$ cat src/rtl/fractal_defines.svh
`ifndef FRACTAL_DEFINES_SVH
`define FRACTAL_DEFINES_SVH

// ====================
// VGA raster, 640x480 at 25 MHz
`define H_VISIBLE 640
`define H_FRONT   16
`define H_SYNC    96
`define H_TOTAL   800

`define V_VISIBLE 480
`define V_FRONT   10
`define V_SYNC    2
`define V_TOTAL   525

// ====================
// Rendered image and frame buffer
`define IMG_W     320
`define IMG_H     240
`define FB_ADDR_W 17    // Holds IMG_W*IMG_H addresses
`define ITER_W    8
`define MAX_ITER  32

// ====================
// Q16.16 view window
`define COORD_W   32
`define FRAC_BITS 16
`define CX_MIN    (-131072)    // -2.0
`define CX_MAX    (65536)      // 1.0
`define CY_MIN    (-78643)     // -1.2
`define CY_MAX    (78643)      // 1.2

`endif

$ cat src/rtl/fractal_pkg.sv
`include "fractal_defines.svh"

package fractal_pkg;

    // Position inside the 320x240 image
    typedef struct packed {
        logic [9:0] x;
        logic [8:0] y;
    } pix_pos_t;

    typedef struct packed {
        logic     valid;
        pix_pos_t pos;
    } pix_req_t;

    typedef struct packed {
        logic              valid;
        logic [`ITER_W-1:0] count;
    } pix_res_t;

    typedef struct packed {
        logic                 en;
        logic [`FB_ADDR_W-1:0] addr;
        logic [`ITER_W-1:0]    data;
    } fb_write_t;

    // Syncs are active low
    typedef struct packed {
        logic     hsync;
        logic     vsync;
        logic     active;    // Inside the centred window
        pix_pos_t pos;
    } raster_t;

    typedef struct packed {
        logic [7:0] red;
        logic [7:0] green;
        logic [7:0] blue;
    } rgb_t;

    typedef struct packed {
        logic hsync;
        logic vsync;
        logic blank_n;
        rgb_t rgb;
    } vga_out_t;

    typedef enum logic [1:0] {CORE_IDLE, CORE_MAP, CORE_ITER} core_state_e;
    typedef enum logic [1:0] {REN_IDLE, REN_REQUEST, REN_WAIT} render_state_e;

endpackage

$ cat src/rtl/frame_renderer.sv
`include "fractal_defines.svh"

module frame_renderer import fractal_pkg::*; (
    input  logic      clk,
    input  logic      resetn,
    input  logic      render_start,
    input  logic      busy,
    output pix_req_t  req,
    input  pix_res_t  res,
    output fb_write_t fb_wr,
    output logic      frame_done
);
    render_state_e state;
    logic [9:0]    x;
    logic [8:0]    y;
    logic          last_col;
    logic          last_pixel;

    assign last_col   = (x == 10'(`IMG_W - 1));
    assign last_pixel = last_col && (y == 9'(`IMG_H - 1));

    always_ff @(posedge clk or negedge resetn) begin
        if (!resetn) begin
            state      <= REN_IDLE;
            x          <= '0;
            y          <= '0;
            req        <= '0;
            fb_wr      <= '0;
            frame_done <= 1'b0;
        end else begin
            req.valid  <= 1'b0;
            fb_wr.en   <= 1'b0;
            frame_done <= 1'b0;
            case (state)
                REN_IDLE: begin
                    if (render_start) begin
                        x     <= '0;
                        y     <= '0;
                        state <= REN_REQUEST;
                    end
                end
                REN_REQUEST: begin
                    if (!busy) begin
                        req.valid <= 1'b1;
                        req.pos.x <= x;
                        req.pos.y <= y;
                        state     <= REN_WAIT;
                    end
                end
                REN_WAIT: begin
                    if (res.valid) begin
                        fb_wr.en   <= 1'b1;
                        fb_wr.addr <= `FB_ADDR_W'(y) * `FB_ADDR_W'(`IMG_W) + `FB_ADDR_W'(x);
                        fb_wr.data <= res.count;
                        if (last_pixel) begin
                            frame_done <= 1'b1;
                            state      <= REN_IDLE;
                        end else begin
                            state <= REN_REQUEST;
                            x     <= last_col ? '0 : x + 10'd1;    // Raster order
                            if (last_col) y <= y + 9'd1;
                        end
                    end
                end
                default: state <= REN_IDLE;
            endcase
        end
    end

    a_res_in_wait: assert property (@(posedge clk) disable iff (!resetn)
        res.valid |-> state == REN_WAIT);

endmodule

$ cat config.mk
export PLATFORM = sky130hd
export DESIGN_NAME = frame_renderer
export DESIGN_NICKNAME = d
export VERILOG_FILES = /design/src/rtl/fractal_pkg.sv /design/src/rtl/frame_renderer.sv
export VERILOG_INCLUDE_DIRS = /design/src /design/src/rtl
export SDC_FILE = /design/constraint.sdc
export NUM_CORES = 1
export LEC_CHECK = 0
export ABC_AREA = 1
export BUFFER_PORTS_ARGS = -buffer_cell sky130_fd_sc_hd__buf_2
export CORE_ASPECT_RATIO = 0.8
export CORE_MARGIN = 10
export CORE_UTILIZATION = 61
export DETAILED_ROUTE_END_ITERATION = 10
export GPL_TIMING_DRIVEN = 0
export PLACE_DENSITY = 0.86
export SYNTH_ARGS = -nofsm -noshare
export SYNTH_HDL_FRONTEND = slang
export SYNTH_SLANG_ARGS = --single-unit
$ cat constraint.sdc
create_clock -name clk -period 6.9 [get_ports clk]
set_input_delay 0.345 -clock clk [delete_from_list [all_inputs] [get_ports clk]]
set_output_delay 0.345 -clock clk [all_outputs]
set_load 0.02 [all_outputs]
======== Word level (Yosys, flattened, before mapping) ========
Index checks and enable logic that the tools add are counted.
word-level totals
  register bits after elaboration ......... 68
  output and inout bits ................... 47
operators by class
  $add $sub $neg .......................... 3
  multipliers ............................. 1
  eq/ne operators ......................... 9
  mux-type cells .......................... 22
  bitwise logic cells ..................... 1
  reduce and logical (&&, ||, !) cells .... 8
operator list
  cell                     count
  $mux W26                 2
  $mux W10                 4
  $mux W20                 2
  $mux W9                  4
  $pmux W10 S2             1
  $pmux W9 S2              1
  $add A17 B10 Y17         1
  $mul A9 B3 Y11 const B   1
  $add A10 B1 Y10 const B  1
  $eq A10 B9 Y1 const B    1
  $ne A2 B2 Y1 const B     5
  $add A9 B1 Y9 const B    1
  $eq A9 B8 Y1 const B     1
  $mux W2                  3
  $pmux W2 S3              1
  $reduce_and A5 Y1        1
  $mux W1                  4
  $reduce_and A2 Y1        2
  $reduce_and A4 Y1        1
  $reduce_and A3 Y1        1
  $eq A2 B1 Y1 const B     1
  $eq A2 B2 Y1 const B     1
  $logic_not A2 Y1         1
  $reduce_bool A2 Y1       1
  2 further kinds          2

======== Logic depth before layout (Yosys ltp) ========
  word-level depth ........................ 5
  gate-level depth with buffers ........... 14

======== Worst setup path before layout ========
Ideal clock, no wire load.
  path type ............................... reg2reg
  from .................................... register y[1]
  to ...................................... register fb_wr[21] (netlist name)
  arrival time ............................ 2168 ps
  setup slack ............................. 4605 ps
  cell stages (with the launch flop) ...... 12
  path buffers ............................ 0
  period minus slack after synthesis ...... 2295 ps
  cells stage by stage .................... dfrtp_1 -> ha_1 -> ha_1 -> fa_1 -> nand2_1 -> inv_1 -> nand4_1 -> nand2_1 -> nand2_1 -> nor2_1 -> xor2_1 -> o21ai_0
on the way
  cells in the longest elaborated chain, start to end .. 2
ends and longest elaborated chain
  item                        line                  source
  start, declared             frame_renderer.sv:15  logic [8:0] y;
  start signal, assigned      frame_renderer.sv:61  if (last_col) y <= y + 9'd1;
  $mul A9 B3 Y11 (no line)    n/a
  $add A17 B10 Y17 (no line)  n/a
  end, declared               frame_renderer.sv:10  output fb_write_t fb_wr,
Every way passes these cells.
A chain may end at the register's enable or synchronous reset.

======== Worst setup path after layout ========
  from .................................... register y[3]
  to ...................................... register fb_wr[23] (netlist name)
The elaborated chain is that of the path after synthesis.

==> results.cfg <==
[routing]
wire_per_inst_um = 14.1
drt.antenna.violating_nets = 0
routed_wirelength_um = 8410
detailroute.via_count = 3146
detailedRoute.firstPassIterationCount = 5
drt_first_iter_violations = 144
drc = 0
drt-vias-per-instance = 5.29

[clocking]
cts_htree_levels = 3
holdBufCountCts = 0
worstSkewPairLatency_ns = 0.35
cts_root_buffer = clkbuf_8
postCtsSetupBuffers = 0
tritoncts = built
max_root_sink_buffers = 2
postCtsResizedCells = 0
worst_setup_hold_path_clk_slew_ns = 0.07
cts.sinks = 68
num_cts_buffers = 9

[finish]
layout.area.seq_sq_um = 1700
nFillCells = 480
antenna_cells_inserted = 0
multiInputGateArea_sq_um = 1720
design_area_sq_um = 4260
layout.nets = 544
post_layout_nonfiller_instances = 595
final_core_utilization = 0.725
final_layout_size_suffix_gt1_frac = 0.224
area.growth.synth_to_final_pct = 16.1

[logic_synthesis]
synthTopCellsByCount = nand2_1 (136), dfrtp_1 (68), inv_1 (41)
synth.area.top_cells = dfrtp_1 (46%), nand2_1 (14%), ha_1 (6.8%), o21ai_0 (5.2%), inv_1 (4.2%)
synth.net_count = 474
synth_area_sq_um = 3670
netlist_instances = 439
synth.yosys.seq_area_share = 0.463
yosys_register_bits = 68
synth.yosys.warnings = 0
post_synth_xor_area_fraction = 0.0143
ys_types = 34
post_synth_edffs = 0
synthMostInstantiatedCell = nand2_1
synthDominantAreaCellType = dfrtp_1
avgSynthCellArea_sq_um = 8.37
mux_cell_area_share_after_synthesis = 0
yosys.area.top_type_share = 0.463
synth_simple_gate_area_frac = 0.268
synth_compound_area_frac = 0.107
synth_flop_cell = dfrtp_1
post_synth_fa_ha_maj_area_fraction = 0.0790
synth_top_family_by_area = simple AND/OR/NAND/NOR gates
async_flop_share = 1.00

[pwr]
netSwitchingPower_mw = 0.531
p_per_area_nw_per_um2 = 312
power_switching_share = 0.400
peakVddDrop_uv = 167
seq_power_share = 0.401
power_mw = 1.33
leakage_nw = 2.25
intPower_mw = 0.798
combinationalPowerShare = 0.357
clock_power_share = 0.242

[placement]
place.port_buffers = 59
gp_congestion = 0.887
dpl-instance-area_sq_um = 4070
dp.final_hpwl_um = 6270
place_worst_setup_slack_ns = 4.28
dpl.cell_count = 579

[critical_path]
reg2reg_depth = 12
timing.rr.end = fb_wr[23]$_DFFE_PN0P_
worst_r2r_startpoint = y[3]$_DFFE_PN0P_
cp.required_ns = 7.13
endpoint_class_of_the_critical_path = register
worst-r2r-setup-slack_ns = 4.20
worst_path_max_delay_cell = fa_1
critical_path.cell_chain = ha_1 > ha_1 > fa_1 > nand2_1 > inv_1 > nand4_1 > nand2_1 > nand2_1 > nor2_1 > nand4_1 > nand3_1 > nand2_1
critical_path.startpoint_type = register
critPathMaxStageDelay_ns = 0.57
worstSetupPathType = register to register
timing.critical_path.arrival_ns = 2.93
critical-path-top-cell-by-count = nand2_1
path_max_fanout = 6

[floorplanning]
fp.dieW_um = 107
io_pins = 60
start_util = 0.624
core_sq_um = 5880
height_of_the_die_um = 89.4
dieArea_sq_um = 9540
core.rowCount = 25

[grt]
globalRoute.totalOverflow = 0
antenna_found_initial = 0
grt_pass1_wl_um = 14200
grt_pass1_vias = 3020
grt_start_max_net_pins = 69
global_route.usage.total = 0.185

[worst_hold_path]
worst_hold_path_type = primary input to async pin

[timing]
timing_worst_slew_pin_value_ns = 0.837
final_period_minus_worst_setup_slack_ns = 2.70
setup_slack_ns = 4.20
finalCritPeriodShare = 0.391
slew_viol_final = 0
skew_ns = 0.0125
finalHoldViolCount = 0
final.hold.worst_slack_ns = 0.0949
maximum_clock_frequency_ghz = 0.371
relSlewSlack = 0.442
grt_setup_unrepaired = no
final_setup_fails = 0
totalNegativeSetupSlack_ns = 0

[run_status]
run_status = finished, final reports clean

[job]
max_cap_viol_count = 0
## kinds of logic after synthesis
| group | after synthesis |
|---|---|
| AND/OR/NAND/NOR | 223 |
| buffers and inverters | 56 |
| adder cells (fa/ha/maj) | 22 |
| flip-flops | 68 |
| AO/OA/AOI/OAI | 64 |
| XOR/XNOR | 6 |
## layout by cell type, fill, tap and decap left out
cell type   synthesis  layout
nor2_4              6       6
nand3_2             2       2
inv_1              41      41
buf_2               4      62
nand3b_1            1       1
clkinvlp_4          0       1
ha_1               20      20
a21boi_0            1       1
dfrtp_1            68      68
clkbuf_8            0       9
o31ai_1             1       1
a21oi_1             7       7
o21ai_2            10      10
nand2_1           136     136
buf_1               1       1
xor2_1              5       5
nand2_2             4       4
nor3_1              4       4
nand4_1            10      10
nand3_1            29      29
a31o_2              1       1
nor2_1             27      27
nor4_1              1       1
xnor2_1             1       1
clkinv_2            0       2
or2_2               2       2
buf_6               3       3
clkinv_4            0       2
buf_4               0       1
inv_2               4       4
a21oi_2             3       3
o21ai_1             1       1
bufinv_16           0       1
a21o_1              1       1
buf_8               1       1
o21ai_0            38      38
clkbuf_1            2       3
fa_1                2       2
and2_1              1       1
a21boi_4            1       1
## state kept, by name, indices dropped and copies added (netlist names)
signal and cells:
state 2, req 20, fb_wr 26, x 10, y 9, frame_done 1
## final cells by class
class	instances	area share
clock buffers	10	0.0299
inverters	45	0.0396
plain buffers	11	0.0188
multi-input cells	315	0.404
flip-flops and latches	68	0.399
repair buffers	59	0.0698
clock inverters	6	0.0153
well taps	81	0.0238
## layer usage
layer	wire length [um]	vias up	track usage
li1	-	1565	-
met2	3660	101	0.280
met1	3940	1468	0.239
met5	0	-	0
met4	101	0	0.0589
met3	714	12	0.0713
## power by group through the flow
stage,registers [mW],logic (mW),clock network (mW)
after floorplan,0.628,0.233,0
after detailed placement,0.540,0.478,0
after CTS,0.534,0.481,0.325
after global routing,0.545,0.527,0.347
after global placement,0.533,0.469,0
final,0.533,0.474,0.321
## worst max-delay path by stage
stage,startpoint,to,slack [ns],depth (start not counted)
after global routing,y[3]$_DFFE_PN0P_,fb_wr[23]$_DFFE_PN0P_,4.03,12
final,y[3]$_DFFE_PN0P_,fb_wr[23]$_DFFE_PN0P_,4.20,12
after global placement,y[1]$_DFFE_PN0P_,fb_wr[21]$_DFFE_PN0P_,4.43,11
after CTS,y[3]$_DFFE_PN0P_,fb_wr[23]$_DFFE_PN0P_,4.24,12
after floorplan,y[1]$_DFFE_PN0P_,fb_wr[21]$_DFFE_PN0P_,4.60,11
after detailed placement,y[3]$_DFFE_PN0P_,fb_wr[23]$_DFFE_PN0P_,4.28,12
## worst max-delay path: cells and delay by family (launching register included)
| family | cells | cell delay, ns |
|---|---|---|
| AND/OR/NAND/NOR | 8 | 0.92 |
| adder cells (fa/ha/maj) | 3 | 1.12 |
| buffers and inverters | 1 | 0.07 |
| flip-flops | 1 | 0.47 |
No activity file was read; power rests on OpenSTA's default activity.
