==> src/rtl/fractal_defines.svh <==
`ifndef FRACTAL_DEFINES_SVH
`define FRACTAL_DEFINES_SVH

// ====================
// VGA raster, 640x480 at 25 MHz
`define H_VISIBLE 640
`define H_FRONT   16
`define H_SYNC    96
`define H_TOTAL   800

`define V_VISIBLE 480
`define V_FRONT   10
`define V_SYNC    2
`define V_TOTAL   525

// ====================
// Rendered image and frame buffer
`define IMG_W     320
`define IMG_H     240
`define FB_ADDR_W 17    // Holds IMG_W*IMG_H addresses
`define ITER_W    8
`define MAX_ITER  32

// ====================
// Q16.16 view window
`define COORD_W   32
`define FRAC_BITS 16
`define CX_MIN    (-131072)    // -2.0
`define CX_MAX    (65536)      // 1.0
`define CY_MIN    (-78643)     // -1.2
`define CY_MAX    (78643)      // 1.2

`endif

==> src/rtl/fractal_pkg.sv <==
`include "fractal_defines.svh"

package fractal_pkg;

    // Position inside the 320x240 image
    typedef struct packed {
        logic [9:0] x;
        logic [8:0] y;
    } pix_pos_t;

    typedef struct packed {
        logic     valid;
        pix_pos_t pos;
    } pix_req_t;

    typedef struct packed {
        logic              valid;
        logic [`ITER_W-1:0] count;
    } pix_res_t;

    typedef struct packed {
        logic                 en;
        logic [`FB_ADDR_W-1:0] addr;
        logic [`ITER_W-1:0]    data;
    } fb_write_t;

    // Syncs are active low
    typedef struct packed {
        logic     hsync;
        logic     vsync;
        logic     active;    // Inside the centred window
        pix_pos_t pos;
    } raster_t;

    typedef struct packed {
        logic [7:0] red;
        logic [7:0] green;
        logic [7:0] blue;
    } rgb_t;

    typedef struct packed {
        logic hsync;
        logic vsync;
        logic blank_n;
        rgb_t rgb;
    } vga_out_t;

    typedef enum logic [1:0] {CORE_IDLE, CORE_MAP, CORE_ITER} core_state_e;
    typedef enum logic [1:0] {REN_IDLE, REN_REQUEST, REN_WAIT} render_state_e;

endpackage

==> src/rtl/palette_stage.sv <==
`include "fractal_defines.svh"

module palette_stage import fractal_pkg::*; (
    input  logic               clk,
    input  logic               resetn,
    input  raster_t            raster,
    input  logic               frame_start,
    input  logic               anim_en,
    input  logic [1:0]         speed_sel,
    input  logic [`ITER_W-1:0] pix_count,
    input  logic               show,
    output vga_out_t           vga
);
    logic [7:0] phase;
    logic [7:0] step;
    logic [7:0] index;
    logic [7:0] idx_g;
    logic [7:0] idx_b;
    logic       hsync_q;
    logic       vsync_q;
    logic       active_q;
    rgb_t       colour;

    assign step  = 8'd1 << speed_sel;    // 1, 2, 4 or 8
    assign index = 8'(pix_count) + phase;
    assign idx_g = index + 8'd85;
    assign idx_b = index + 8'd170;

    // Rainbow, channels a third of a turn apart
    assign colour = '{red:   {index[7:2], 2'b00},
                      green: {idx_g[7:2], 2'b00},
                      blue:  {idx_b[7:2], 2'b00}};

    // ====================
    // Phase, sync delay and output register
    always_ff @(posedge clk or negedge resetn) begin
        if (!resetn) begin
            phase    <= '0;
            hsync_q  <= 1'b1;
            vsync_q  <= 1'b1;
            active_q <= 1'b0;
            vga      <= '{hsync: 1'b1, vsync: 1'b1, blank_n: 1'b0, rgb: '0};
        end else begin
            if (frame_start && anim_en) phase <= phase + step;
            hsync_q     <= raster.hsync;    // Matches the memory read
            vsync_q     <= raster.vsync;
            active_q    <= raster.active;
            vga.hsync   <= hsync_q;
            vga.vsync   <= vsync_q;
            vga.blank_n <= active_q;
            vga.rgb     <= show ? colour : '0;
        end
    end

endmodule

==> config.mk <==
export PLATFORM = sky130hd
export DESIGN_NAME = palette_stage
export DESIGN_NICKNAME = d
export VERILOG_FILES = /design/src/rtl/fractal_pkg.sv /design/src/rtl/palette_stage.sv
export VERILOG_INCLUDE_DIRS = /design/src /design/src/rtl
export SDC_FILE = /design/constraint.sdc
export NUM_CORES = 1
export LEC_CHECK = 0
export BUFFER_PORTS_ARGS = -buffer_cell sky130_fd_sc_hd__buf_2
export CORE_ASPECT_RATIO = 1.25
export CORE_UTILIZATION = 49
export DETAILED_ROUTE_END_ITERATION = 8
export GPL_TIMING_DRIVEN = 0
export PLACE_DENSITY = 0.77
export SETUP_SLACK_MARGIN = 0.02
export SYNTH_ARGS = -nofsm -noshare
export SYNTH_HDL_FRONTEND = slang
export SYNTH_SLANG_ARGS = --single-unit
==> constraint.sdc <==
create_clock -name clk -period 2.9 [get_ports clk]
set_input_delay 0.145 -clock clk [delete_from_list [all_inputs] [get_ports clk]]
set_output_delay 0.145 -clock clk [all_outputs]
set_load 0.01 [all_outputs]
* Word-level counts from Yosys, hierarchy flattened *
Cells that the tools add are included.

cells by class
  add/sub/neg operators = 4
  shift operators = 1
  muxes and demuxes = 1
  reduce and logical (&&, ||, !) cells = 1

operators with widths
  operator               count
  $mux W24               1
  $add A8 B8 Y8          2
  $add A8 B7 Y8 const B  1
  $add A8 B8 Y8 const B  1
  $shl A1 B2 Y8 const A  1
  $logic_and A1 B1 Y1    1

storage, ports and cells
  register bits after elaboration = 38
  output and inout bits = 27
  logic and storage cells = 17

* Logic depth before layout (Yosys ltp) *
Gate-level depths: netlist of the first run.

  depth in word-level cells = 3
  depth in mapped cells = 9
  mapped depth without buffers = 9

* Least setup slack after synthesis of the first run *
Ideal clock, no wire load.

  path type = register -> register
  start = register phase[0]
  end = register vga[7] (netlist bit)
  setup time = 125 ps
  arrival = 2280 ps
  data required time = 2775 ps
  path slack = 494 ps
  cell stages (with the launch flop) = 10
  buffers on the path = 0
  clock period less this slack = 2406 ps
  cells stage by stage = dfrtp_1 ha_1 fa_1 xor2_1 ha_1 nor2_1 o21ai_0 nor4b_1 o21ai_1 mux2i_1

between the ends
  word-level cells in the longest chain between the ends = 3

RTL lines
  element                 RTL line             text
  start, declared         palette_stage.sv:14  logic [7:0] phase;
  start signal, assigned  palette_stage.sv:44  if (frame_start && anim_en) phase <= phase + step;
  $add A8 B8 Y8           palette_stage.sv:25  assign index = 8'(pix_count) + phase;
  $add A8 B8 Y8           palette_stage.sv:27  assign idx_b = index + 8'd170;
  $mux W24                palette_stage.sv:51  vga.rgb <= show ? colour : '0;
  end signal, assigned    palette_stage.sv:42  vga <= '{hsync: 1'b1, vsync: 1'b1, blank_n: 1'b0, rgb: '0};
  end, declared           palette_stage.sv:12  output vga_out_t vga

No other way between the ends.
A chain may end at the register's enable or synchronous reset.

* Worst setup path in the final report of the first run *
  start = register phase[0]
  end = register vga[15] (netlist bit)

between the ends
  word-level cells in the longest chain between the ends = 3

RTL lines
  element        RTL line             text
  $add A8 B8 Y8  palette_stage.sv:25
  $add A8 B7 Y8  palette_stage.sv:26  assign idx_g = index + 8'd85;
  $mux W24       palette_stage.sv:51

No other way between the ends.

==> results of run 1 <==
[timing repair]
item / in CTS / in global routing
hold buffers: 4 / 0
gates resized for setup: 0 / 1
endpoints found under the hold margin: 31 / 0
setup endpoints to repair: 0 / 2
[worst max-delay path, stage by stage, from the launching register on]
cell	delay [ps]
dfrtp_1	410
ha_1	230
fa_1	420
xor2_1	430
inv_1	90
ha_1	210
a21oi_1	250
o32ai_2	130
a21oi_1	220
mux2i_1	200
[final cells by class]
class                           count  area [µm²]  area share
Multi-Input combinational cell    124         946       0.422
Sequential cell                    32         806       0.359
Timing Repair Buffer               42         230       0.103
Clock buffer                        7        96.3      0.0429
Buffer                              7        48.8      0.0218
Tap cell                           39        48.8      0.0218
Inverter                           10        37.5      0.0167
Clock inverter                      1        30.0      0.0134
[stage by stage]
step / total power, mW / instances / setup WS [ps] / instance area [µm²]
global route: 2.72 / 262 / 77.3 / 2240
global placement: 2.01 / 250 / 226 / 2070
finish: 2.51 / 262 / 233 / 2240
detailed placement: 2.05 / 250 / 185 / 2070
floorplan: 1.75 / 173 / 494 / 1830
CTS: 2.52 / 262 / 174 / 2240
[registers in the layout (all words and copies together) (netlist names)]
name	flops
vga	21
phase	8
active_q	1
hsync_q	1
vsync_q	1
[power groups by stage]
stage | Sequential (mW) | Combinational [mW] | Clock [mW]
global placement | 0.687 | 1.32 | 0
finish | 0.683 | 1.36 | 0.460
CTS | 0.683 | 1.37 | 0.471
detailed placement | 0.691 | 1.36 | 0
global route | 0.698 | 1.53 | 0.488
floorplan | 0.742 | 1.01 | 0
[layer usage]
metal | part of all wire | GRT usage | vias up
met4 | 0.022 | 0.0813 | 0
li1 | - | - | 683
met2 | 0.52 | 0.298 | 32
met3 | 0.042 | 0.0519 | 5
met5 | 0 | 0 | -
met1 | 0.42 | 0.181 | 614
[worst max path at each step]
stage                         end  slack, ps
after global placement     vga[7]        230
after CTS                  vga[7]        170
after global routing      vga[15]         80
after detailed placement   vga[7]        190
final                     vga[15]        230
after floorplan            vga[7]        490
[layout by cell type (no fill, tap or decap), types with 2 or more instances in the layout]
master	n
and2_1	13
clkbuf_8	7
xor2_1	6
mux2i_1	4
a211oi_1	2
dlygate4sd3_1	4
a21oi_1	8
nand3_1	3
buf_4	6
ha_1	13
o21ai_0	8
fa_1	2
o21a_1	3
dfrtp_1	28
buf_2	38
nor2_1	7
nor2b_1	5
o21ai_1	2
nand2_1	8
xnor2_1	8
nand2b_1	2
o211ai_1	2
conb_1	6
inv_1	10
dfstp_2	4
and3_1	3
a2111o_1	2
[kinds of logic (layout without fill, tap and decap cells)]
group,after synthesis,after routing,synth area share
buffers and inverters,17,67,0.0476
other,1,6,0.00207
DFF,32,32,0.444
AOI/OAI and AO/OA,37,37,0.155
muxes,5,5,0.0283
and+or+nand+nor,47,47,0.144
adders and majority gates,15,15,0.112
xor gates and xnor gates,14,14,0.0676
==> results.yml, run 1 <==
place:
  gp_congestion: 0.747
  port_buffers: 38
  dpl.hpwl_mm: 2.31
setup_path:
  worst-r2r-cell-count: 9
  regToRegSetupSlack_ps: 230
  cp_data_arrival_time_ps: 2880
  required_ps: 3110
  cp_max_fo: 7
  r2r-start: "phase[0]"
  worstSetupEndpointType: "flop"
  reg2reg_to: "vga[15]"
  worstSetupStartpoint: "phase[0]"
  startpoint_type: "flop"
  crit_type: "flop to flop"
clock_tree:
  post-cts-setup-buffers: 0
  clk_pin_slew_ps: 60
  cts.path.max_buffers: 2
  htreeDepth: 2
  clk_latency_ps: 290
  root_buffer: "clkbuf_8"
  cts_tree: "built"
  cts_buffers: 5
  clock-sinks: 32
floorplan:
  io_pins: 64
  dieArea_um2: 3950
  start_util: 0.516
  die_height_um: 70.0
  die_w_um: 56.4
  fp.coreArea_um2: 3510
  rows: 24
sta:
  setup_viol: 0
  slew_violations: 0
  holdWs_ps: 191
  slew_headroom: 0.549
  hold_viol_final: 0
  timing.setup.tns_ps: 0
  rsz0062_at_grt: "false"
  finClkSkew_ps: 6.23
  post-route-min-period_ps: 2670
  worst_slew_pin_slew_ps: 677
  period_share: 0.920
  fmax_mhz: 375
synth:
  synth_area_per_cell_um2: 10.8
  seq_area_frac_synth: 0.444
  yosysUniqueCellTypes: 41
  netlist.area_leader.share: 0.386
  synth_ff_type: "dfrtp_1"
  synth_area_um2: 1810
  syn_inst: 168
  synth_edf_count: 0
  yosysTopAreaCell: "dfrtp_1"
  synth_area_leaders: "dfrtp_1 39%, ha_1 9.0%, dfstp_2 5.8%"
  ys_warn_count: 0
  yosysMostFrequentCell: "dfrtp_1"
  synthArstFlopShare: 1.00
  ys_top_cells_by_count: "28 x dfrtp_1, 13 x and2_1, 13 x ha_1"
  ys_ff_latch: 32
detailed_routing:
  firstDrtPassIters: 4
  wire_per_inst_um: 11.4
  first_iter_violations: 25
  drc: 0
  vias: 1334
  avgViaCountPerCell: 5.09
  routed_wl_mm: 2.99
  ant_nets: 0
power:
  power.switching_mw: 0.953
  power_density_nw_per_um2: 1120
  peakVddDrop_v: 0.000713
  internal-power_mw: 1.55
  p_seq_frac: 0.272
  clkPwrFrac: 0.184
  total_leakage_power_nw: 1.13
  pwr-share-comb: 0.544
  switching_share: 0.380
worst_hold_path:
  hold_class: "input pin to flop"
  min_from: "show"
  hold_depth: 2
  hold_end: "vga[2]"
layout:
  fin_nets: 274
  area_growth_pct: 23.7
  utilization: 0.639
  num_antenna_cells: 0
  drive_above_1_share: 0.278
  fillers: 294
status:
  status: "finished, final reports clean"
global_route:
  antenna_found_initial: 0
  grt_max_degree: 33
  grt-ovfl-total: 0
  grt_pass1_wl_mm: 5.09
  grt_pass1_vias: 1211
  track_usage: 0.169
flow_run:
  cap_violations: 0
(Power assumes the default switching activity.)
==> run 2: changes to the inputs <==
- CORE_UTILIZATION: 49 -> 50
- PLACE_DENSITY: 0.77 -> 0.78
- clock period: 2.9 -> 3.1 ns (I/O delays scaled with it)
==> run 2 against run 1 <==
Register-to-register slack improved by 170 ps. Wire length down 2.1%. Design area decreased by 0.28%. Non-clock buffer count stayed put. Global-route usage increased by 0.45 points. Clock skew fell by 2.7 ps. First-iteration DRC count is 24% lower. Setup slack improved by 170 ps. Count of clock-buffer cells in the layout stayed put.
==> results.yml, run 2 (same netlist as run 1, synthesis figures left out) <==
status:
  status: "finished, final reports clean"
layout:
  fillers: 283
  area_growth_pct: 23.4
  drive_above_1_share: 0.274
  mostFrequentLayoutCell: "buf_2"
  num_antenna_cells: 0
  final_cell_mix: "38 x buf_2, 28 x dfrtp_1, 13 x and2_1, 13 x ha_1, 10 x inv_1"
  regMostFlops: "vga"
  regArea_um2: 806
  multiInputGateArea_um2: 940
  fin_nets: 274
  largest_reg_flops: 21
  reg.largest.list: "vga (21), phase (8)"
detailed_routing:
  first_iter_violations: 19
  firstDrtPassIters: 4
  vias: 1313
  routed_wl_mm: 2.93
  drc: 0
  ant_nets: 0
  wire_per_inst_um: 11.2
  avgViaCountPerCell: 5.01
floorplan:
  die_height_um: 69.3
  fp.coreArea_um2: 3480
  die_w_um: 55.9
  rows: 24
  io_pins: 64
  dieArea_um2: 3870
  start_util: 0.520
clock_tree:
  cts.path.max_buffers: 2
  post-cts-setup-buffers: 0
  htreeDepth: 2
  root_buffer: "clkbuf_8"
  cts_tree: "built"
  clk_pin_slew_ps: 60
  clock-sinks: 32
  cts_buffers: 5
  clk_latency_ps: 280
global_route:
  grt_pass1_vias: 1264
  track_usage: 0.173
  grt_pass1_wl_mm: 5.28
  grt-ovfl-total: 0
  grt_max_degree: 33
  antenna_found_initial: 0
worst_hold_path:
  hold_class: "input pin to flop"
  min_from: "show"
sta:
  finClkSkew_ps: 3.57
  hold_viol_final: 0
  timing.setup.tns_ps: 0
  fmax_mhz: 370
  worst_slew_pin_slew_ps: 666
  slew_headroom: 0.556
  period_share: 0.871
  setup_viol: 0
  post-route-min-period_ps: 2700
  slew_violations: 0
  rsz0062_at_grt: "false"
setup_path:
  startpoint_type: "flop"
  max_stage_delay_ps: 440
  r2r-start: "phase[0]"
  cp_max_fo: 7
  cp_top_family: "adder cells"
  crit_top_cell: "ha_1"
  path_cells: "ha_1 -> fa_1 -> xor2_1 -> ha_1 -> nor2_1 -> o21ai_0 -> nor4b_1 -> o21ai_1 -> mux2i_1"
  crit_buf_inv: 0
  required_ps: 3260
  crit_type: "flop to flop"
  worstSetupStartpoint: "phase[0]"
  cp_data_arrival_time_ps: 2860
  worstSetupEndpointType: "flop"
  slowest_stage: "nor4b_1"
power:
  total_leakage_power_nw: 1.13
  power_density_nw_per_um2: 1040
  total_power_mw: 2.33
  peakVddDrop_v: 0.000639
place:
  dpl.hpwl_mm: 2.27
  port_buffers: 38
  gp_congestion: 0.731
flow_run:
  cap_violations: 0
run 2: per-layer routing:
metal	vias to the layer above	GRT usage	wire, µm
met5	-	0	0
li1	684	-	-
met4	0	0.0732	57
met2	32	0.311	1540
met3	6	0.0448	124
met1	591	0.192	1210
run 2: path summary, 6_finish.rpt:
path	slack, ps	to	depth (start not counted)
hold / removal	210	vga[3]	2
setup reg to reg	400	vga[7]	9
setup / recovery	400	vga[7]	9
min in group asynchronous	440	vga[2]	2
hold reg to reg	360	vga[25]	0
max in group asynchronous	2230	phase[0]	2
run 2: power breakdown:
group	internal [mW]	leakage, nW	switching [mW]	total (mW)
logic	0.592	0.662	0.669	1.26
clock network	0.283	0.0645	0.142	0.426
registers	0.570	0.399	0.0713	0.642
total	1.45	1.13	0.883	2.33
run 2: cell type report:
cell class | instances | share of cell area
timing repair buffer | 42 | 0.103
sequential | 32 | 0.360
buffer | 7 | 0.0218
clock buffer | 7 | 0.0431
inverter | 10 | 0.0168
multi-input combinational | 124 | 0.420
clock inverter | 1 | 0.0134
tap | 39 | 0.0218
run 2: what timing repair did:
item                      CTS  global route
hold endpoints to repair   31             0
hold buffers                4             0
resized for setup           0             0
run 2: worst register-to-register path: cells and delay by family (launching register included):
family | cells | cell delay, ps
xor+xnor | 1 | 410
mux | 1 | 140
simple gates | 2 | 500
flops | 1 | 400
fa+ha+maj | 3 | 950
compound gates | 2 | 210
run 2: per-stage QoR:
step	util	setup WS [ps]	cell area, µm²	hold slack, ps	instances
2_1_floorplan	-	694	1830	-141	173
3_3_place_gp	0.594	409	2070	225	250
3_5_place_dp	0.594	374	2070	230	250
4_1_cts	0.642	369	2240	201	262
5_1_grt	0.642	158	2240	198	262
6_report	0.642	400	2240	205	262
==> run 3: changes to the inputs <==
- CORE_MARGIN: unset -> 1.5
==> run 3 against run 2 <==
Hold slack lost 6.9 ps. Setup slack got worse by 54 ps. Sequential cell count unchanged. Design area fell by 2.2%. Combinational power hardly changed. Via count decreased by 1.9%. Clock power fell by 32%. Highest routed layer unchanged.
==> results.yml, run 3 (same netlist as run 1, synthesis figures left out) <==
place:
  dp_slack_ps: 367
  gp_congestion: 0.737
  port_buffers: 38
  dpl.hpwl_mm: 2.20
layout:
  regArea_um2: 806
  area_growth_pct: 20.7
  regMostFlops: "vga"
  num_antenna_cells: 0
  final_cell_mix: "38 x buf_2, 28 x dfrtp_1, 13 x and2_1, 13 x ha_1, 10 x inv_1"
  fin_nets: 274
  utilization: 0.628
  drive_above_1_share: 0.266
  fillers: 296
  multiInputGateArea_um2: 940
  largest_reg_flops: 21
  reg.largest.list: "vga (21), phase (8)"
  mostFrequentLayoutCell: "buf_2"
setup_path:
  required_ps: 3270
  startpoint_type: "flop"
  reg2reg_to: "vga[5]"
  worstSetupStartpoint: "phase[0]"
  r2r-start: "phase[0]"
  cp_max_fo: 7
  cp_data_arrival_time_ps: 2920
  regToRegSetupSlack_ps: 350
  worst-r2r-cell-count: 9
  crit_type: "flop to flop"
  critPathCapture: "vga[5]"
  worstSetupEndpointType: "flop"
clock_tree:
  clk_latency_ps: 280
  cts.path.max_buffers: 2
  clock-sinks: 32
  post-cts-setup-buffers: 0
  root_buffer: "clkbuf_8"
  cts_hold_buffers: 4
  htreeDepth: 2
  cts_resized: 0
  cts_buffers: 5
  cts_tree: "built"
  clk_pin_slew_ps: 70
global_route:
  grt_pass1_wl_mm: 4.79
  grt_max_degree: 33
  grt-ovfl-total: 0
  track_usage: 0.158
  grt_pass1_vias: 1138
  antenna_found_initial: 0
power:
  total_leakage_power_nw: 1.10
  total_power_mw: 2.18
  power_density_nw_per_um2: 998
  peakVddDrop_v: 0.000596
floorplan:
  dieArea_um2: 4000
  die_height_um: 70.3
  io_pins: 64
  die_w_um: 56.9
  start_util: 0.520
  fp.coreArea_um2: 3480
  rows: 24
flow_run:
  cap_violations: 0
detailed_routing:
  first_iter_violations: 17
  routed_wl_mm: 2.85
  firstDrtPassIters: 4
  avgViaCountPerCell: 4.93
  ant_nets: 0
  vias: 1288
  wire_per_inst_um: 10.9
  drc: 0
sta:
  post-route-min-period_ps: 2750
  rsz0062_at_grt: "false"
  worst_slew_pin_slew_ps: 655
  slew_violations: 0
  period_share: 0.888
  finClkSkew_ps: 10.2
  setup_viol: 0
  layout_setup_ws_ps: 346
  hold_viol_final: 0
  timing.setup.tns_ps: 0
  fmax_mhz: 363
  slew_headroom: 0.563
worst_hold_path:
  hold_class: "input pin to flop"
status:
  status: "finished, final reports clean"
[run 3: changes by cell type in the layout (fill, tap and decap cells not counted)]
cell	change
clkbuf_1	+1
clkinv_2	+1
bufinv_16	-1
clkbuf_8	-2
[run 3: area by class of cell]
class,count,share of cell area
timing repair buffer,42,0.105
inverter,10,0.0172
clock inverter,1,0.00229
tap,39,0.0223
sequential,32,0.368
clock buffer,6,0.0332
multi-input combinational,124,0.429
buffer,7,0.0223
[run 3: layer usage]
layer	track usage	up-vias	part of all wire
li1	-	683	-
met1	0.178	567	0.43
met2	0.265	31	0.50
met3	0.0500	7	0.046
met4	0.0775	0	0.022
met5	0	-	0
[run 3: critical path, stage by stage (launching register included)]
cell and delay (ps):
dfrtp_1 410, ha_1 230, fa_1 420, xor2_1 420
ha_1 300, nor2_1 60, o21ai_0 70, nor4b_1 460
xnor2_1 100, and2_1 170
[run 3: report_power, final]
part           internal [mW]  switching, mW  leakage (nW)  total (mW)
clock                  0.152          0.138        0.0410       0.291
sequential             0.570         0.0670         0.399       0.637
combinational          0.592          0.664         0.662        1.26
[run 3: how the worst min path moves through the flow]
stage               startpoint        to  depth (start not counted)
floorplan               resetn  active_q                          0
CTS                       show    vga[2]                          2
detailed placement      resetn   vga[18]                          1
finish                    show    vga[2]                          2
global route              show    vga[2]                          2
global placement        resetn   vga[18]                          1
[run 3: through the flow]
| step | hold WS, ps | area, µm² | instances |
|---|---|---|---|
| after floorplan | -141 | 1830 | 173 |
| after global placement | 223 | 2070 | 250 |
| after detailed placement | 228 | 2070 | 250 |
| after CTS | 195 | 2190 | 261 |
| after global routing | 199 | 2190 | 261 |
| final | 199 | 2190 | 261 |
