===== src/rtl/fractal_defines.svh =====
`ifndef FRACTAL_DEFINES_SVH
`define FRACTAL_DEFINES_SVH

// ====================
// VGA raster, 640x480 at 25 MHz
`define H_VISIBLE 640
`define H_FRONT   16
`define H_SYNC    96
`define H_TOTAL   800

`define V_VISIBLE 480
`define V_FRONT   10
`define V_SYNC    2
`define V_TOTAL   525

// ====================
// Rendered image and frame buffer
`define IMG_W     320
`define IMG_H     240
`define FB_ADDR_W 17    // Holds IMG_W*IMG_H addresses
`define ITER_W    8
`define MAX_ITER  32

// ====================
// Q16.16 view window
`define COORD_W   32
`define FRAC_BITS 16
`define CX_MIN    (-131072)    // -2.0
`define CX_MAX    (65536)      // 1.0
`define CY_MIN    (-78643)     // -1.2
`define CY_MAX    (78643)      // 1.2

`endif


===== src/rtl/fractal_pkg.sv =====
`include "fractal_defines.svh"

package fractal_pkg;

    // Position inside the 320x240 image
    typedef struct packed {
        logic [9:0] x;
        logic [8:0] y;
    } pix_pos_t;

    typedef struct packed {
        logic     valid;
        pix_pos_t pos;
    } pix_req_t;

    typedef struct packed {
        logic              valid;
        logic [`ITER_W-1:0] count;
    } pix_res_t;

    typedef struct packed {
        logic                 en;
        logic [`FB_ADDR_W-1:0] addr;
        logic [`ITER_W-1:0]    data;
    } fb_write_t;

    // Syncs are active low
    typedef struct packed {
        logic     hsync;
        logic     vsync;
        logic     active;    // Inside the centred window
        pix_pos_t pos;
    } raster_t;

    typedef struct packed {
        logic [7:0] red;
        logic [7:0] green;
        logic [7:0] blue;
    } rgb_t;

    typedef struct packed {
        logic hsync;
        logic vsync;
        logic blank_n;
        rgb_t rgb;
    } vga_out_t;

    typedef enum logic [1:0] {CORE_IDLE, CORE_MAP, CORE_ITER} core_state_e;
    typedef enum logic [1:0] {REN_IDLE, REN_REQUEST, REN_WAIT} render_state_e;

endpackage


===== src/rtl/vga_timing.sv =====
`include "fractal_defines.svh"

module vga_timing import fractal_pkg::*; (
    input  logic    clk,
    input  logic    resetn,
    output raster_t raster,
    output logic    frame_start
);
    localparam int H_OFF    = (`H_VISIBLE - `IMG_W) / 2;    // 160
    localparam int V_OFF    = (`V_VISIBLE - `IMG_H) / 2;    // 120
    localparam int HS_BEGIN = `H_VISIBLE + `H_FRONT;
    localparam int VS_BEGIN = `V_VISIBLE + `V_FRONT;

    logic [9:0] hcount;
    logic [9:0] vcount;
    logic       in_window;
    logic [9:0] hrel;
    logic [9:0] vrel;

    // ====================
    // Raster counters
    always_ff @(posedge clk or negedge resetn) begin
        if (!resetn) begin
            hcount <= '0;
            vcount <= '0;
        end else if (hcount == 10'(`H_TOTAL - 1)) begin
            hcount <= '0;
            vcount <= (vcount == 10'(`V_TOTAL - 1)) ? '0 : vcount + 10'd1;
        end else begin
            hcount <= hcount + 10'd1;
        end
    end

    assign in_window = (hcount >= 10'(H_OFF)) && (hcount < 10'(H_OFF + `IMG_W)) &&
                       (vcount >= 10'(V_OFF)) && (vcount < 10'(V_OFF + `IMG_H));
    assign hrel = hcount - 10'(H_OFF);
    assign vrel = vcount - 10'(V_OFF);

    // ====================
    // Registered raster state, one clock behind the counters
    always_ff @(posedge clk or negedge resetn) begin
        if (!resetn) begin
            raster      <= '{hsync: 1'b1, vsync: 1'b1, active: 1'b0, pos: '0};
            frame_start <= 1'b0;
        end else begin
            raster.hsync  <= !((hcount >= 10'(HS_BEGIN)) && (hcount < 10'(HS_BEGIN + `H_SYNC)));
            raster.vsync  <= !((vcount >= 10'(VS_BEGIN)) && (vcount < 10'(VS_BEGIN + `V_SYNC)));
            raster.active <= in_window;
            raster.pos.x  <= in_window ? hrel : '0;
            raster.pos.y  <= in_window ? vrel[8:0] : '0;
            // First clock of the vsync pulse
            frame_start   <= (hcount == '0) && (vcount == 10'(VS_BEGIN));
        end
    end

    a_window_x: assert property (@(posedge clk) disable iff (!resetn)
        raster.active |-> raster.pos.x < 10'(`IMG_W));

endmodule


===== config.mk =====
export PLATFORM = sky130hd
export DESIGN_NAME = vga_timing
export DESIGN_NICKNAME = d
export VERILOG_FILES = /design/src/rtl/fractal_pkg.sv /design/src/rtl/vga_timing.sv
export VERILOG_INCLUDE_DIRS = /design/src /design/src/rtl
export SDC_FILE = /design/constraint.sdc
export NUM_CORES = 1
export LEC_CHECK = 0
export ABC_AREA = 1
export BUFFER_PORTS_ARGS = -buffer_cell sky130_fd_sc_hd__buf_2
export CAP_MARGIN = 20
export CORE_UTILIZATION = 37
export CTS_CLUSTER_DIAMETER = 150
export CTS_CLUSTER_SIZE = 25
export DETAILED_ROUTE_END_ITERATION = 8
export SLEW_MARGIN = 20
export SYNTH_ARGS = -nofsm -noshare
export SYNTH_HDL_FRONTEND = slang
export SYNTH_SLANG_ARGS = --single-unit

===== constraint.sdc =====
create_clock -name clk -period 2.8 [get_ports clk]
set_input_delay 0.56 -clock clk [delete_from_list [all_inputs] [get_ports clk]]
set_output_delay 0.56 -clock clk [all_outputs]
set_load 0.02 [all_outputs]

After elaboration in Yosys (flattened, before gate mapping)
Index checks and enable logic that the tools add are counted.

Flip-flop bits (word level): 43. Latch bits: 0. Memory bits (writable): 0. Memory bits (read-only): 0. Bits of input ports: 2. Output and inout port bits: 23. Memories: 0.

$add $sub $neg: 4. Multiply operators: 0. Divide/modulo/power cells: 0. Magnitude comparators: 8. Equality and inequality tests: 3. Shift-type cells: 0. Muxes and demuxes: 4. Bitwise logic cells: 0. Reductions and logical operators: 9.

Operators with widths (number): $lt 10x9->1 const B (3); $mux 10 (3); $add 10x1->10 const B (2); $eq 10x10->1 const B (2); $eq 10x9->1 const B (1); $ge 10x10->1 const B (1); $ge 10x7->1 const B (1); $ge 10x8->1 const B (1); $ge 10x9->1 const B (1); $logic_not 10->1 (1); $lt 10x10->1 const B (1); $sub 10x8->10 const B (1); $mux 9 (1); $sub 9x7->9 const B (1); $logic_and 1x1->1 (6); $logic_not 1->1 (2).

Logic depth before layout (Yosys ltp)
Gate-level depths: netlist of the first run.

Depth in word-level cells: 5. Depth in mapped cells: 9.

Worst setup path before layout of the first run
Ideal clock, no wire load.

Path kind: register to register. From: register hcount[5]. To: register raster[18] in the netlist's numbering. Data arrival time: 1.250 ns. Data required time: 2.680 ns. Slack: 1.430 ns. Cell stages (with the launch flop): 7. Path buffers: 0. Cells stage by stage: dfrtp_1 > inv_1 > ha_1 > or2_2 > nand2_1 > xor2_1 > nor2_1.

Word-level cells in the longest chain between the ends: 5.

Ends and longest elaborated chain: from (decl) (line vga_timing.sv:14) `logic [9:0] hcount;`; from (signal assigned) (line vga_timing.sv:30) `hcount <= hcount + 10'd1;`; $ge 10x8->1 / $lt 10x9->1 (equally long branches) (line vga_timing.sv:34) `` assign in_window = (hcount >= 10'(H_OFF)) && (hcount < 10'(H_OFF + `IMG_W)) && ``; $logic_and 1x1->1 (3 in series) (line vga_timing.sv:34); $mux 10 * (line vga_timing.sv:49) `raster.pos.x <= in_window ? hrel : '0;`; to (signal assigned) (line vga_timing.sv:43) `raster <= '{hsync: 1'b1, vsync: 1'b1, active: 1'b0, pos: '0};`; to (decl) (line vga_timing.sv:6) `output raster_t raster,`.

Every way passes the cells marked *; elsewhere a longest branch is shown, timed or not. A chain may end at the register's enable or synchronous reset.

Final worst setup path of the first run
From: register hcount[0]. To: register hcount[3].

Word-level cells in the longest chain between the ends: 2.

Ends and longest elaborated chain: $add 10x1->10 / $eq 10x10->1 (equally long branches) (line vga_timing.sv:30, vga_timing.sv:26); $mux 10 * (line vga_timing.sv:26) `` end else if (hcount == 10'(`H_TOTAL - 1)) begin ``.

Marks and branches as above.

==> results.tsv, run 1 <==
stage	metric	value	unit
run_status	outcome	completed	
sta	Final period util	66.16	%
place	worst slack at placement	0.9711	ns
clocking	CTS tree	done	
yosys	number of flops mapped to enable cells by yosys	0	
yosys	Synth Instances	255	
place	placed cell area	2325	sq um
power_and_ir_drop	Max IR drop VDD	0.0001797	V
sta	setup slack after layout	0.9475	ns
route	router iterations before antenna repair	5	
place	post-DP HPWL	2.893	mm
route	post-route ant nets	0	
route	vias	1646	
yosys	synthesized flop and latch total	43	
worst_setup_path	critical path required time	3.00	ns
route	post-DR vias/cell	4.650	
global_route	initial antenna violation count	0	
clocking	CTS Hold Bufs	0	
sta	Min Hold Slack	0.1477	ns
floorplan	core area	5574	sq um
clocking	clock sink count	43	
clocking	PostCTS Resize Cnt	0	
clocking	CTS buffer count	5	
route	DRC viols	0	
sta	post-route clock skew	0.005352	ns
yosys	Mapped Area	2176	sq um
sta	Peak Freq	539.8	MHz
cells_and_area	most frequent cells in the layout	nand2_1 (49), nor2_1 (46), dfrtp_1 (41)	
cells_and_area	fraction of layout cells with a size suffix above 1	15.96	%
run	Max-cap violations	0	
route	Iter 0 DRT Violations	99	
cells_and_area	P&R area growth vs syn	13.17	%
yosys	Synth cell types	25	
cells_and_area	number of diodes	0	
cells_and_area	nets	292	
cells_and_area	most common cell after layout, fill and taps aside	nand2_1	
global_route	vias in the first global route	1566	
sta	Tmin final	1.852	ns
place	RD Place Congestion	0.8310	
yosys	Post-synth ARST share	100.0	%
floorplan	Die Wd	78.69	um
yosys	synthesis warning total	0	
floorplan	Initial Util	39.03	%
clocking	clock slew at reported path FFs	0.08	ns
global_route	GRT overflow	0	
sta	setup tns final	0	ns
clocking	clock root buffer	clkbuf_8	
yosys	Synth Flop Type	dfrtp_1	
floorplan	Cell Rows	27	
global_route	first-pass GRT wire length	7.355	mm
place	PortBufs	24	
cells_and_area	final instance area	2462	sq um
worst_setup_path	CP startpoint kind	register	
power_and_ir_drop	P_leak	1.341	nW
sta	final hold violations	0	
floorplan	Die Height	78.69	um
floorplan	I/O Pins	25	
global_route	maximum number of pins on one net before global-route repair	44	
worst_setup_path	Critical Path Fanout Max	23	
clocking	setup bufs post-CTS	0	
sta	RSZ-0062 raised after global routing	false	
worst_hold_path	Hold Path Class	input pin to asynchronous set/reset pin	
clocking	worst skew pair latency	0.30	ns
sta	Setup Viol. Count Final	0	
worst_setup_path	CP Data Arrival Time	2.05	ns
yosys	sequential area share after synthesis	49.57	%
yosys	synthesized area per cell	8.533	sq um
route	wire per inst	11.77	um
global_route	GRT Total Usage	15.68	%
clocking	Clock Path Buffers	2	
worst_setup_path	element type at the critical path end	register	
yosys	Net Count, Synth	266	
clocking	H-tree depth	2	
floorplan	die area	6191	sq um
worst_setup_path	CP Class	register to register	
power_and_ir_drop	PwrDens	465.9	nW/um^2
route	final WL	4.165	mm
sta	max-slew violation count	0	
==> layer usage <==
layer | wire (um) | track usage, % | vias up
met5 | 0 | 0 | -
met4 | 95 | 7.222 | 0
met3 | 136 | 2.791 | 6
met2 | 1839 | 23.39 | 29
met1 | 2094 | 21.90 | 770
li1 | - | - | 841
==> synth_stat cells, types with 2 or more instances <==
cell	number	area, sq um
o21ai_0	10	50.05
nor2_1	46	172.7
nand4_1	8	50.05
nor2_2	2	12.51
inv_1	33	123.9
nor2_4	2	22.52
a21oi_1	2	10.01
ha_1	9	112.6
dfstp_2	2	52.55
nand2_1	49	183.9
nor3_1	7	35.03
dfrtp_1	41	1026
xor2_1	11	96.34
nand3_1	18	90.09
buf_6	5	56.30
==> report_power, final <==
group	internal, mW	switching [mW]	leakage (nW)
Sequential	0.621	0.000230	0.577
Combinational	0.00381	0.0135	0.703
Clock	0.289	0.220	0.0612
==> cell type report <==
cell class              instances  area, sq um
clock buffers                   6        82.58
clock inverters                 2        35.03
fillers                       570         3112
inverters                      34        127.6
multi-input cells             172        908.4
flip-flops and latches         43         1079
well taps                      72        90.09
repair buffers                 25        140.1
==> kinds of logic (layout without fill, tap and decap cells) <==
group / after synthesis / count (layout) / share of synthesized area (%)
DFF: 43 / 43 / 49.57
AOI/OAI and AO/OA: 12 / 12 / 2.760
and+or+nand+nor: 138 / 138 / 28.81
adders and majority gates: 9 / 9 / 5.175
xor gates and xnor gates: 12 / 12 / 4.830
other: 1 / 1 / 0.1723
buffers and inverters: 40 / 67 / 8.683
==> flip-flops by register name, summed over array words and instances (netlist names) <==
name and flops:
frame_start 1, hcount 10, raster 22, vcount 10
==> worst max-delay path, stage by stage (launching register included) <==
cell and delay [ns]:
dfrtp_1 0.44, ha_1 0.21, nand2_1 0.09, nor2_1 0.15
nand3_1 0.13, nor2_4 0.39, inv_1 0.18, nand3b_1 0.12
inv_1 0.04
==> final timing paths <==
path	start	end	slack, ns	cells past startpoint
setup / recovery	hcount[0]$_DFF_PN0_	hcount[3]$_DFF_PN0_	0.95	8
hold / removal	resetn	raster[12]$_DFF_PN0_	0.15	1
setup reg to reg	hcount[0]$_DFF_PN0_	hcount[3]$_DFF_PN0_	0.95	8
hold reg to reg	hcount[2]$_DFF_PN0_	hcount[2]$_DFF_PN0_	0.52	1
max in group asynchronous	resetn	raster[20]$_DFF_PN1_	2.11	2
min in group clk	hcount[2]$_DFF_PN0_	hcount[2]$_DFF_PN0_	0.52	1
==> per-stage QoR <==
step	std cells	util, %	power, mW
after floorplan	255	-	0.6350
after global placement	345	41.71	0.6488
after detailed placement	345	41.71	0.6491
after CTS	353	43.82	1.157
after global routing	354	44.18	1.195
final	354	44.18	1.147
Power figures use the tool's default switching activity.
==> inputs of run 2 (changes only) <==
==> constraint.sdc (replaced) <==
create_clock -name clk -period 1.6 [get_ports clk]
set_input_delay 0.32 -clock clk [delete_from_list [all_inputs] [get_ports clk]]
set_output_delay 0.32 -clock clk [all_outputs]
set_load 0.02 [all_outputs]
==> run 2 against run 1 <==
- sequential cell count unchanged
- combinational power increased by 86%
- critical endpoint is now raster[10]$_DFF_PN0_
- sequential share of layout area decreased by 1.2 points
- total power increased by 57%
- via count increased by 2.3%
- worst hold slack improved by 0.36 ns
- first-iteration DRC count increased by 17%
==> results.tsv, run 2 (synthesis gave the netlist of run 1 again) <==
stage	metric	value	unit	change
run_status	outcome	completed		
route	DRC viols	0		unchanged
global_route	maximum number of pins on one net before global-route repair	44		unchanged
sta	max-slew violation count	0		unchanged
clocking	CTS tree	done		
cells_and_area	Largest register FFs	22		unchanged
global_route	M2 GR Usage	24.96	%	+1.6 points
cells_and_area	number of diodes	0		unchanged
floorplan	Initial Util	39.03	%	unchanged
worst_setup_path	element type at the critical path end	register		
route	post-route ant nets	0		unchanged
power_and_ir_drop	Clk pwr share	37.7	%	-6.6 points
sta	Peak Freq	689.1	MHz	+28%
clocking	Clock Path Buffers	2		unchanged
global_route	first-pass GRT wire length	7.479	mm	+1.7%
floorplan	core area	5574	sq um	unchanged
sta	Min Hold Slack	0.5117	ns	+0.3639 ns
power_and_ir_drop	Max IR drop VDD	0.0003151	V	+75%
clocking	CTS buffer count	5		unchanged
clocking	worst skew pair latency	0.30	ns	about the same
worst_setup_path	CP Class	register to register		
sta	setup tns final	0	ns	unchanged
place	worst slack at placement	0.1070	ns	-0.8642 ns
worst_setup_path	critical path required time	1.83	ns	-1.17 ns
worst_setup_path	Critical Path Fanout Max	10		-57%
run	Max-cap violations	0		unchanged
cells_and_area	Fillers	570		unchanged
global_route	initial antenna violation count	0		unchanged
cells_and_area	final std cells w/o fill	363		+2.5%
place	dpl cells	353		+2.3%
sta	post-route clock skew	0.004496	ns	-0.0008562 ns
sta	Final period util	90.70	%	+25 points
route	Iter 0 DRT Violations	116		+17%
cells_and_area	fraction of layout cells with a size suffix above 1	19.93	%	+4.0 points
cells_and_area	final instance area	2536	sq um	+3.0%
route	wire per inst	11.87	um	+0.85%
cells_and_area	P&R area growth vs syn	16.56	%	
sta	RSZ-0062 raised after global routing	false		
power_and_ir_drop	Int Pwr	1.402	mW	+53%
cells_and_area	most common cell after layout, fill and taps aside	nand2_1		
place	placed cell area	2410	sq um	+3.7%
place	post-DP HPWL	2.992	mm	+3.4%
cells_and_area	Largest regs	raster (22), hcount (10), vcount (10)		
cells_and_area	multi-input logic area	940.9	sq um	+3.6%
floorplan	die area	6191	sq um	unchanged
power_and_ir_drop	PwrDens	708.9	nW/um^2	+52%
clocking	clock slew at reported path FFs	0.08	ns	about the same
global_route	met3 Use GR	3.140	%	+0.35 points
sta	Tmin final	1.451	ns	-0.4013 ns
power_and_ir_drop	NetSw	0.3958	mW	+69%
route	vias	1684		+2.3%
sta	Setup Viol. Count Final	0		unchanged
clocking	H-tree depth	2		unchanged
power_and_ir_drop	Tot Pwr	1.798	mW	+57%
sta	setup slack after layout	0.1488	ns	-0.7987 ns
cells_and_area	most frequent cells in the layout	nand2_1 (48), nor2_1 (44), dfrtp_1 (39)		
clocking	clock sink count	43		unchanged
floorplan	Die Height	78.69	um	unchanged
worst_hold_path	Hold Path Class	input pin to asynchronous set/reset pin		
power_and_ir_drop	Sequential Power Share	60.5	%	+6.3 points
power_and_ir_drop	P_leak	1.358	nW	+1.3%
cells_and_area	nets	301		+3.1%
route	router iterations before antenna repair	4		-1
route	final WL	4.307	mm	+3.4%
global_route	vias in the first global route	1626		+3.8%
cells_and_area	sequential cell area	1081	sq um	+0.23%
worst_setup_path	CP Data Arrival Time	1.68	ns	-0.37 ns
cells_and_area	most flop-heavy register	raster		
global_route	met1 Use GR	20.59	%	-1.3 points
floorplan	I/O Pins	25		unchanged
place	RD Place Congestion	0.8669		+4.3%
route	post-DR vias/cell	4.639		-0.23%
floorplan	Die Wd	78.69	um	unchanged
cells_and_area	post-layout util	45.50	%	+1.3 points
global_route	busiest grt layer	met2		
floorplan	Cell Rows	27		unchanged
place	PortBufs	24		unchanged
global_route	GRT Total Usage	15.75	%	+0.069 points
worst_setup_path	CP startpoint kind	register		
global_route	GRT overflow	0		unchanged
power_and_ir_drop	Comb pwr share	1.8	%	+0.3 points
sta	final hold violations	0		unchanged
power_and_ir_drop	switching portion of total power	22.01	%	+1.7 points
clocking	clock root buffer	clkbuf_8		
[run 2: power groups by stage]
stage	Clock, mW	Sequential, mW	Combinational, mW
finish	0.678	1.09	0.0321
global route	0.753	1.09	0.0381
CTS	0.706	1.09	0.0342
detailed placement	0	1.11	0.0326
global placement	0	1.11	0.0325
floorplan	0	1.11	0.000204
[run 2: timing repair]
| action | 4_1_cts | 5_1_grt |
|---|---|---|
| resized for setup | 0 | 8 |
| setup endpoints to repair | 0 | 26 |
| hold endpoints to repair | 41 | 0 |
| hold buffers | 1 | 0 |
| buffers inserted | 0 | 0 |
[run 2: final cells by class]
class / count / share of cell area, %
tap: 72 / 3.552
timing repair buffer: 33 / 8.485
multi-input combinational: 173 / 37.10
clock buffer: 7 / 3.009
inverter: 34 / 5.032
clock inverter: 1 / 0.1973
sequential: 43 / 42.62
[run 2: final timing paths]
path	start	to	slack, ns	depth (start not counted)
worst max-delay path	vcount[6]$_DFFE_PN0N_	raster[10]$_DFF_PN0_	0.15	7
worst min-delay path	resetn	hcount[2]$_DFF_PN0_	0.51	3
worst max register to register	vcount[6]$_DFFE_PN0N_	raster[10]$_DFF_PN0_	0.15	7
worst min register to register	hcount[2]$_DFF_PN0_	hcount[2]$_DFF_PN0_	0.53	1
max in group asynchronous	resetn	raster[20]$_DFF_PN1_	0.82	3
min in group clk	hcount[2]$_DFF_PN0_	hcount[2]$_DFF_PN0_	0.53	1
[run 2: worst max-delay path: stages (launching register included)]
cell and delay, ns:
dfrtp_1 0.43, inv_1 0.16, nor2_1 0.07, nand3_1 0.10, nand2_1 0.07, nor2_2 0.21
nand3_4 0.20, nor2_1 0.15
[run 2: routing by layer]
layer / wire length, um / up-vias
li1: - / 862
met2: 1909 / 34
met4: 93 / 0
met3: 194 / 7
met1: 2110 / 781
met5: 0 / -
==> inputs of run 3 (changes only) <==
--- a/config.mk
+++ b/config.mk
@@ -6,7 +6,6 @@
 export SDC_FILE = /design/constraint.sdc
 export NUM_CORES = 1
 export LEC_CHECK = 0
-export ABC_AREA = 1
 export BUFFER_PORTS_ARGS = -buffer_cell sky130_fd_sc_hd__buf_2
 export CAP_MARGIN = 20
 export CORE_UTILIZATION = 37
==> run 3 against run 2 <==
- worst setup slack got worse by 0.11 ns
- total power is 11% higher
- synthesized cell count down 22%
- register-to-register slack got worse by 0.11 ns
- sequential power hardly changed
- maximum frequency shrank 7.2%
- clock skew rose by 0.0078 ns
- worst hold slack worse by 0.018 ns
- non-clock buffer count grew 21
- sequential share of layout area decreased by 1.7 points
- final cell count is 12% lower
- critical endpoint is now raster[16]$_DFF_PN0_
==> results.tsv, run 3 <==
stage	metric	value	unit	change
run_status	outcome	completed		
floorplan	Cell Rows	27		unchanged
clocking	clock slew at reported path FFs	0.08	ns	about the same
yosys	synthesized area per cell	10.72	sq um	+26%
cells_and_area	nets	256		-15%
route	Iter 0 DRT Violations	128		+10%
worst_setup_path	CP Class	register to register		
clocking	worst skew pair latency	0.30	ns	about the same
worst_setup_path	CP startpoint kind	register		
clocking	CTS tree	done		
yosys	synth top area cells	dfrtp_1 (48%), ha_1 (5.3%), xor2_1 (3.3%), xnor2_1 (2.9%), dfstp_2 (2.5%)		
yosys	Net Count, Synth	209		-21%
power_and_ir_drop	Max IR drop VDD	0.0004244	V	+35%
sta	Tmin final	1.564	ns	+0.1125 ns
clocking	CTS buffer count	5		unchanged
clocking	clock root buffer	clkbuf_8		
route	router iterations before antenna repair	4		unchanged
cells_and_area	final std cells w/o fill	318		-12%
sta	RSZ-0062 raised after global routing	true		
global_route	GRT Total Usage	15.57	%	-0.17 points
sta	Setup Viol. Count Final	0		unchanged
cells_and_area	post-layout util	47.92	%	+2.4 points
cells_and_area	most flop-heavy register	raster		
run	Max-cap violations	0		unchanged
place	RD Place Congestion	0.8287		-4.4%
yosys	Synth cell types	52		+110%
worst_setup_path	CP delay by family, top	simple AND/OR/NAND/NOR gates		
cells_and_area	fraction of layout cells with a size suffix above 1	36.59	%	+17 points
global_route	first-pass GRT wire length	7.162	mm	-4.2%
global_route	maximum number of pins on one net before global-route repair	26		-41%
sta	post-route clock skew	0.01234	ns	+0.007847 ns
floorplan	I/O Pins	25		unchanged
worst_setup_path	CP cell instances	or3_4 > o211ai_1 > nand3_2 > buf_6 > nor2_1		
route	final WL	4.166	mm	-3.3%
clocking	H-tree depth	2		unchanged
route	wire per inst	13.10	um	+10%
worst_setup_path	CP Data Arrival Time	1.79	ns	+0.11 ns
cells_and_area	P&R area growth vs syn	24.35	%	
worst_setup_path	Crit-path slowest cell	dfrtp_1		
sta	final hold violations	0		unchanged
worst_setup_path	CP bufs+invs	1		unchanged
sta	max-slew violation count	0		unchanged
yosys	synthesized flop and latch total	43		unchanged
yosys	Post-synth ARST share	100.0	%	unchanged
worst_setup_path	element type at the critical path end	register		
cells_and_area	most frequent cells in the layout	dfrtp_1 (39), buf_4 (27), buf_2 (24)		
cells_and_area	number of diodes	0		unchanged
yosys	most common cell in the netlist	dfrtp_1		
floorplan	Die Height	77.73	um	-1.2%
power_and_ir_drop	PwrDens	753.1	nW/um^2	+6.2%
floorplan	die area	6042	sq um	-2.4%
place	post-DP HPWL	3.161	mm	+5.6%
yosys	Synth Instances	198		-22%
worst_setup_path	Max stage delay on crit path	0.42	ns	about the same
worst_setup_path	Worst R2R Setup Slack	0.04	ns	-0.11 ns
cells_and_area	most common cell after layout, fill and taps aside	dfrtp_1		
route	vias	1562		-7.2%
route	DRC viols	0		unchanged
worst_setup_path	critical path required time	1.83	ns	about the same
clocking	clock sink count	43		unchanged
global_route	initial antenna violation count	0		unchanged
sta	Min Hold Slack	0.4934	ns	-0.01825 ns
yosys	number of flops mapped to enable cells by yosys	0		unchanged
place	dpl cells	309		-12%
floorplan	Initial Util	38.54	%	-0.50 points
worst_hold_path	Hold Path Class	input pin to asynchronous set/reset pin		
place	worst slack at placement	-0.05678	ns	-0.1638 ns
worst_setup_path	R2R Path Start	hcount[4]$_DFF_PN0_		
route	post-DR vias/cell	4.912		+5.9%
cells_and_area	Largest regs	raster (22), hcount (10), vcount (10)		
yosys	top post-synthesis cells by count	dfrtp_1 (41), nor2_1 (12), nand2_1 (11)		
yosys	sequential area share after synthesis	50.83	%	+1.3 points
clocking	Clock Path Buffers	2		unchanged
sta	Final period util	97.73	%	+7.0 points
sta	setup slack after layout	0.03632	ns	-0.1125 ns
yosys	Yosys top cell by area	dfrtp_1		
yosys	area fraction of the dominant cell type after synthesis	48.35	%	+1.2 points
worst_setup_path	Critical Path Fanout Max	13		+3
global_route	vias in the first global route	1498		-7.9%
worst_setup_path	worst r2r path cells	5		-2
worst_setup_path	Crit Reg-Reg Endpoint	raster[16]$_DFF_PN0_		
yosys	Mapped Area	2122	sq um	-2.5%
yosys	synthesis warning total	0		unchanged
place	PortBufs	24		unchanged
yosys	Synth Flop Type	dfrtp_1		
floorplan	core area	5507	sq um	-1.2%
floorplan	Die Wd	77.73	um	-1.2%
global_route	GRT overflow	0		unchanged
power_and_ir_drop	P_leak	1.293	nW	-4.8%
route	post-route ant nets	0		unchanged
cells_and_area	Largest register FFs	22		unchanged
clocking	setup bufs post-CTS	0		unchanged
sta	Peak Freq	639.5	MHz	-7.2%
cells_and_area	Fillers	501		-12%
run 3: changes by cell type after synthesis, moves of 3 or more:
cell	before	now
nand4_1	8	5
buf_2	1	5
xor2_1	11	8
inv_1	33	9
nor2_2	2	8
nand2_1	49	11
nor2_1	46	12
and2_1	0	6
xnor2_1	1	7
nand3_1	18	10
run 3: cell type report:
cell class | instances | area [sq um] | area share [%]
sequential | 43 | 1081 | 40.97
multi-input combinational | 131 | 948.4 | 35.94
timing repair buffer | 54 | 364.1 | 13.80
tap | 72 | 90.09 | 3.414
clock buffer | 6 | 82.58 | 3.129
inverter | 10 | 37.54 | 1.422
clock inverter | 2 | 35.03 | 1.328
run 3: stage by stage:
stage / cell area [sq um] / power [mW] / setup TNS [ns]
5_1_grt: 2639 / 2.066 / -0.9643
3_3_place_gp: 2467 / 1.140 / 0
6_report: 2639 / 1.987 / 0
4_1_cts: 2596 / 2.008 / 0
3_5_place_dp: 2467 / 1.141 / -0.08799
2_1_floorplan: 2122 / 1.111 / 0
run 3: per-layer routing:
| metal | vias up | global-route usage, % | wire [um] |
|---|---|---|---|
| li1 | 770 | - | - |
| met1 | 733 | 20.36 | 1891 |
| met2 | 49 | 24.60 | 2012 |
| met3 | 10 | 2.824 | 158 |
| met4 | 0 | 7.925 | 103 |
| met5 | - | 0 | 0 |
run 3: kinds of logic (layout without fill, tap and decap cells):
family	count (synthesis)	in the layout	share of synthesized area, %
AO/OA/AOI/OAI	23	23	7.488
XOR/XNOR	15	15	6.191
adder cells (fa/ha/maj)	9	9	5.307
buffers and inverters	24	72	6.250
flip-flops	43	43	50.83
multiplexers	1	1	0.5306
other	1	1	0.1767
AND/OR/NAND/NOR	82	82	23.23
run 3: worst max path at each step:
| stage | slack, ns | end | cells after the start | startpoint |
|---|---|---|---|---|
| after floorplan | 0.009 | hcount[8]$_DFF_PN0_ | 5 | hcount[0]$_DFF_PN0_ |
| after global placement | 0.01 | vcount[9]$_DFFE_PN0N_ | 4 | vcount[4]$_DFFE_PN0N_ |
| after detailed placement | -0.06 | vcount[8]$_DFFE_PN0N_ | 5 | hcount[0]$_DFF_PN0_ |
| after CTS | 0.0009 | raster[16]$_DFF_PN0_ | 5 | hcount[6]$_DFF_PN0_ |
| after global routing | -0.10 | raster[17]$_DFF_PN0_ | 7 | hcount[6]$_DFF_PN0_ |
| final | 0.04 | raster[16]$_DFF_PN0_ | 5 | hcount[4]$_DFF_PN0_ |
run 3: where the power goes:
| group | leakage, nW | switching, mW | internal (mW) |
|---|---|---|---|
| clock | 0.0612 | 0.364 | 0.505 |
| sequential | 0.574 | 0.000210 | 1.09 |
| combinational | 0.658 | 0.0230 | 0.00823 |
| total | 1.29 | 0.387 | 1.60 |
run 3: repair_timing:
action	CTS	global route
endpoints found under the setup margin	6	26
hold endpoints to repair	17	0
hold buffers	1	0
pin swaps	1	1
resized for setup	1	9
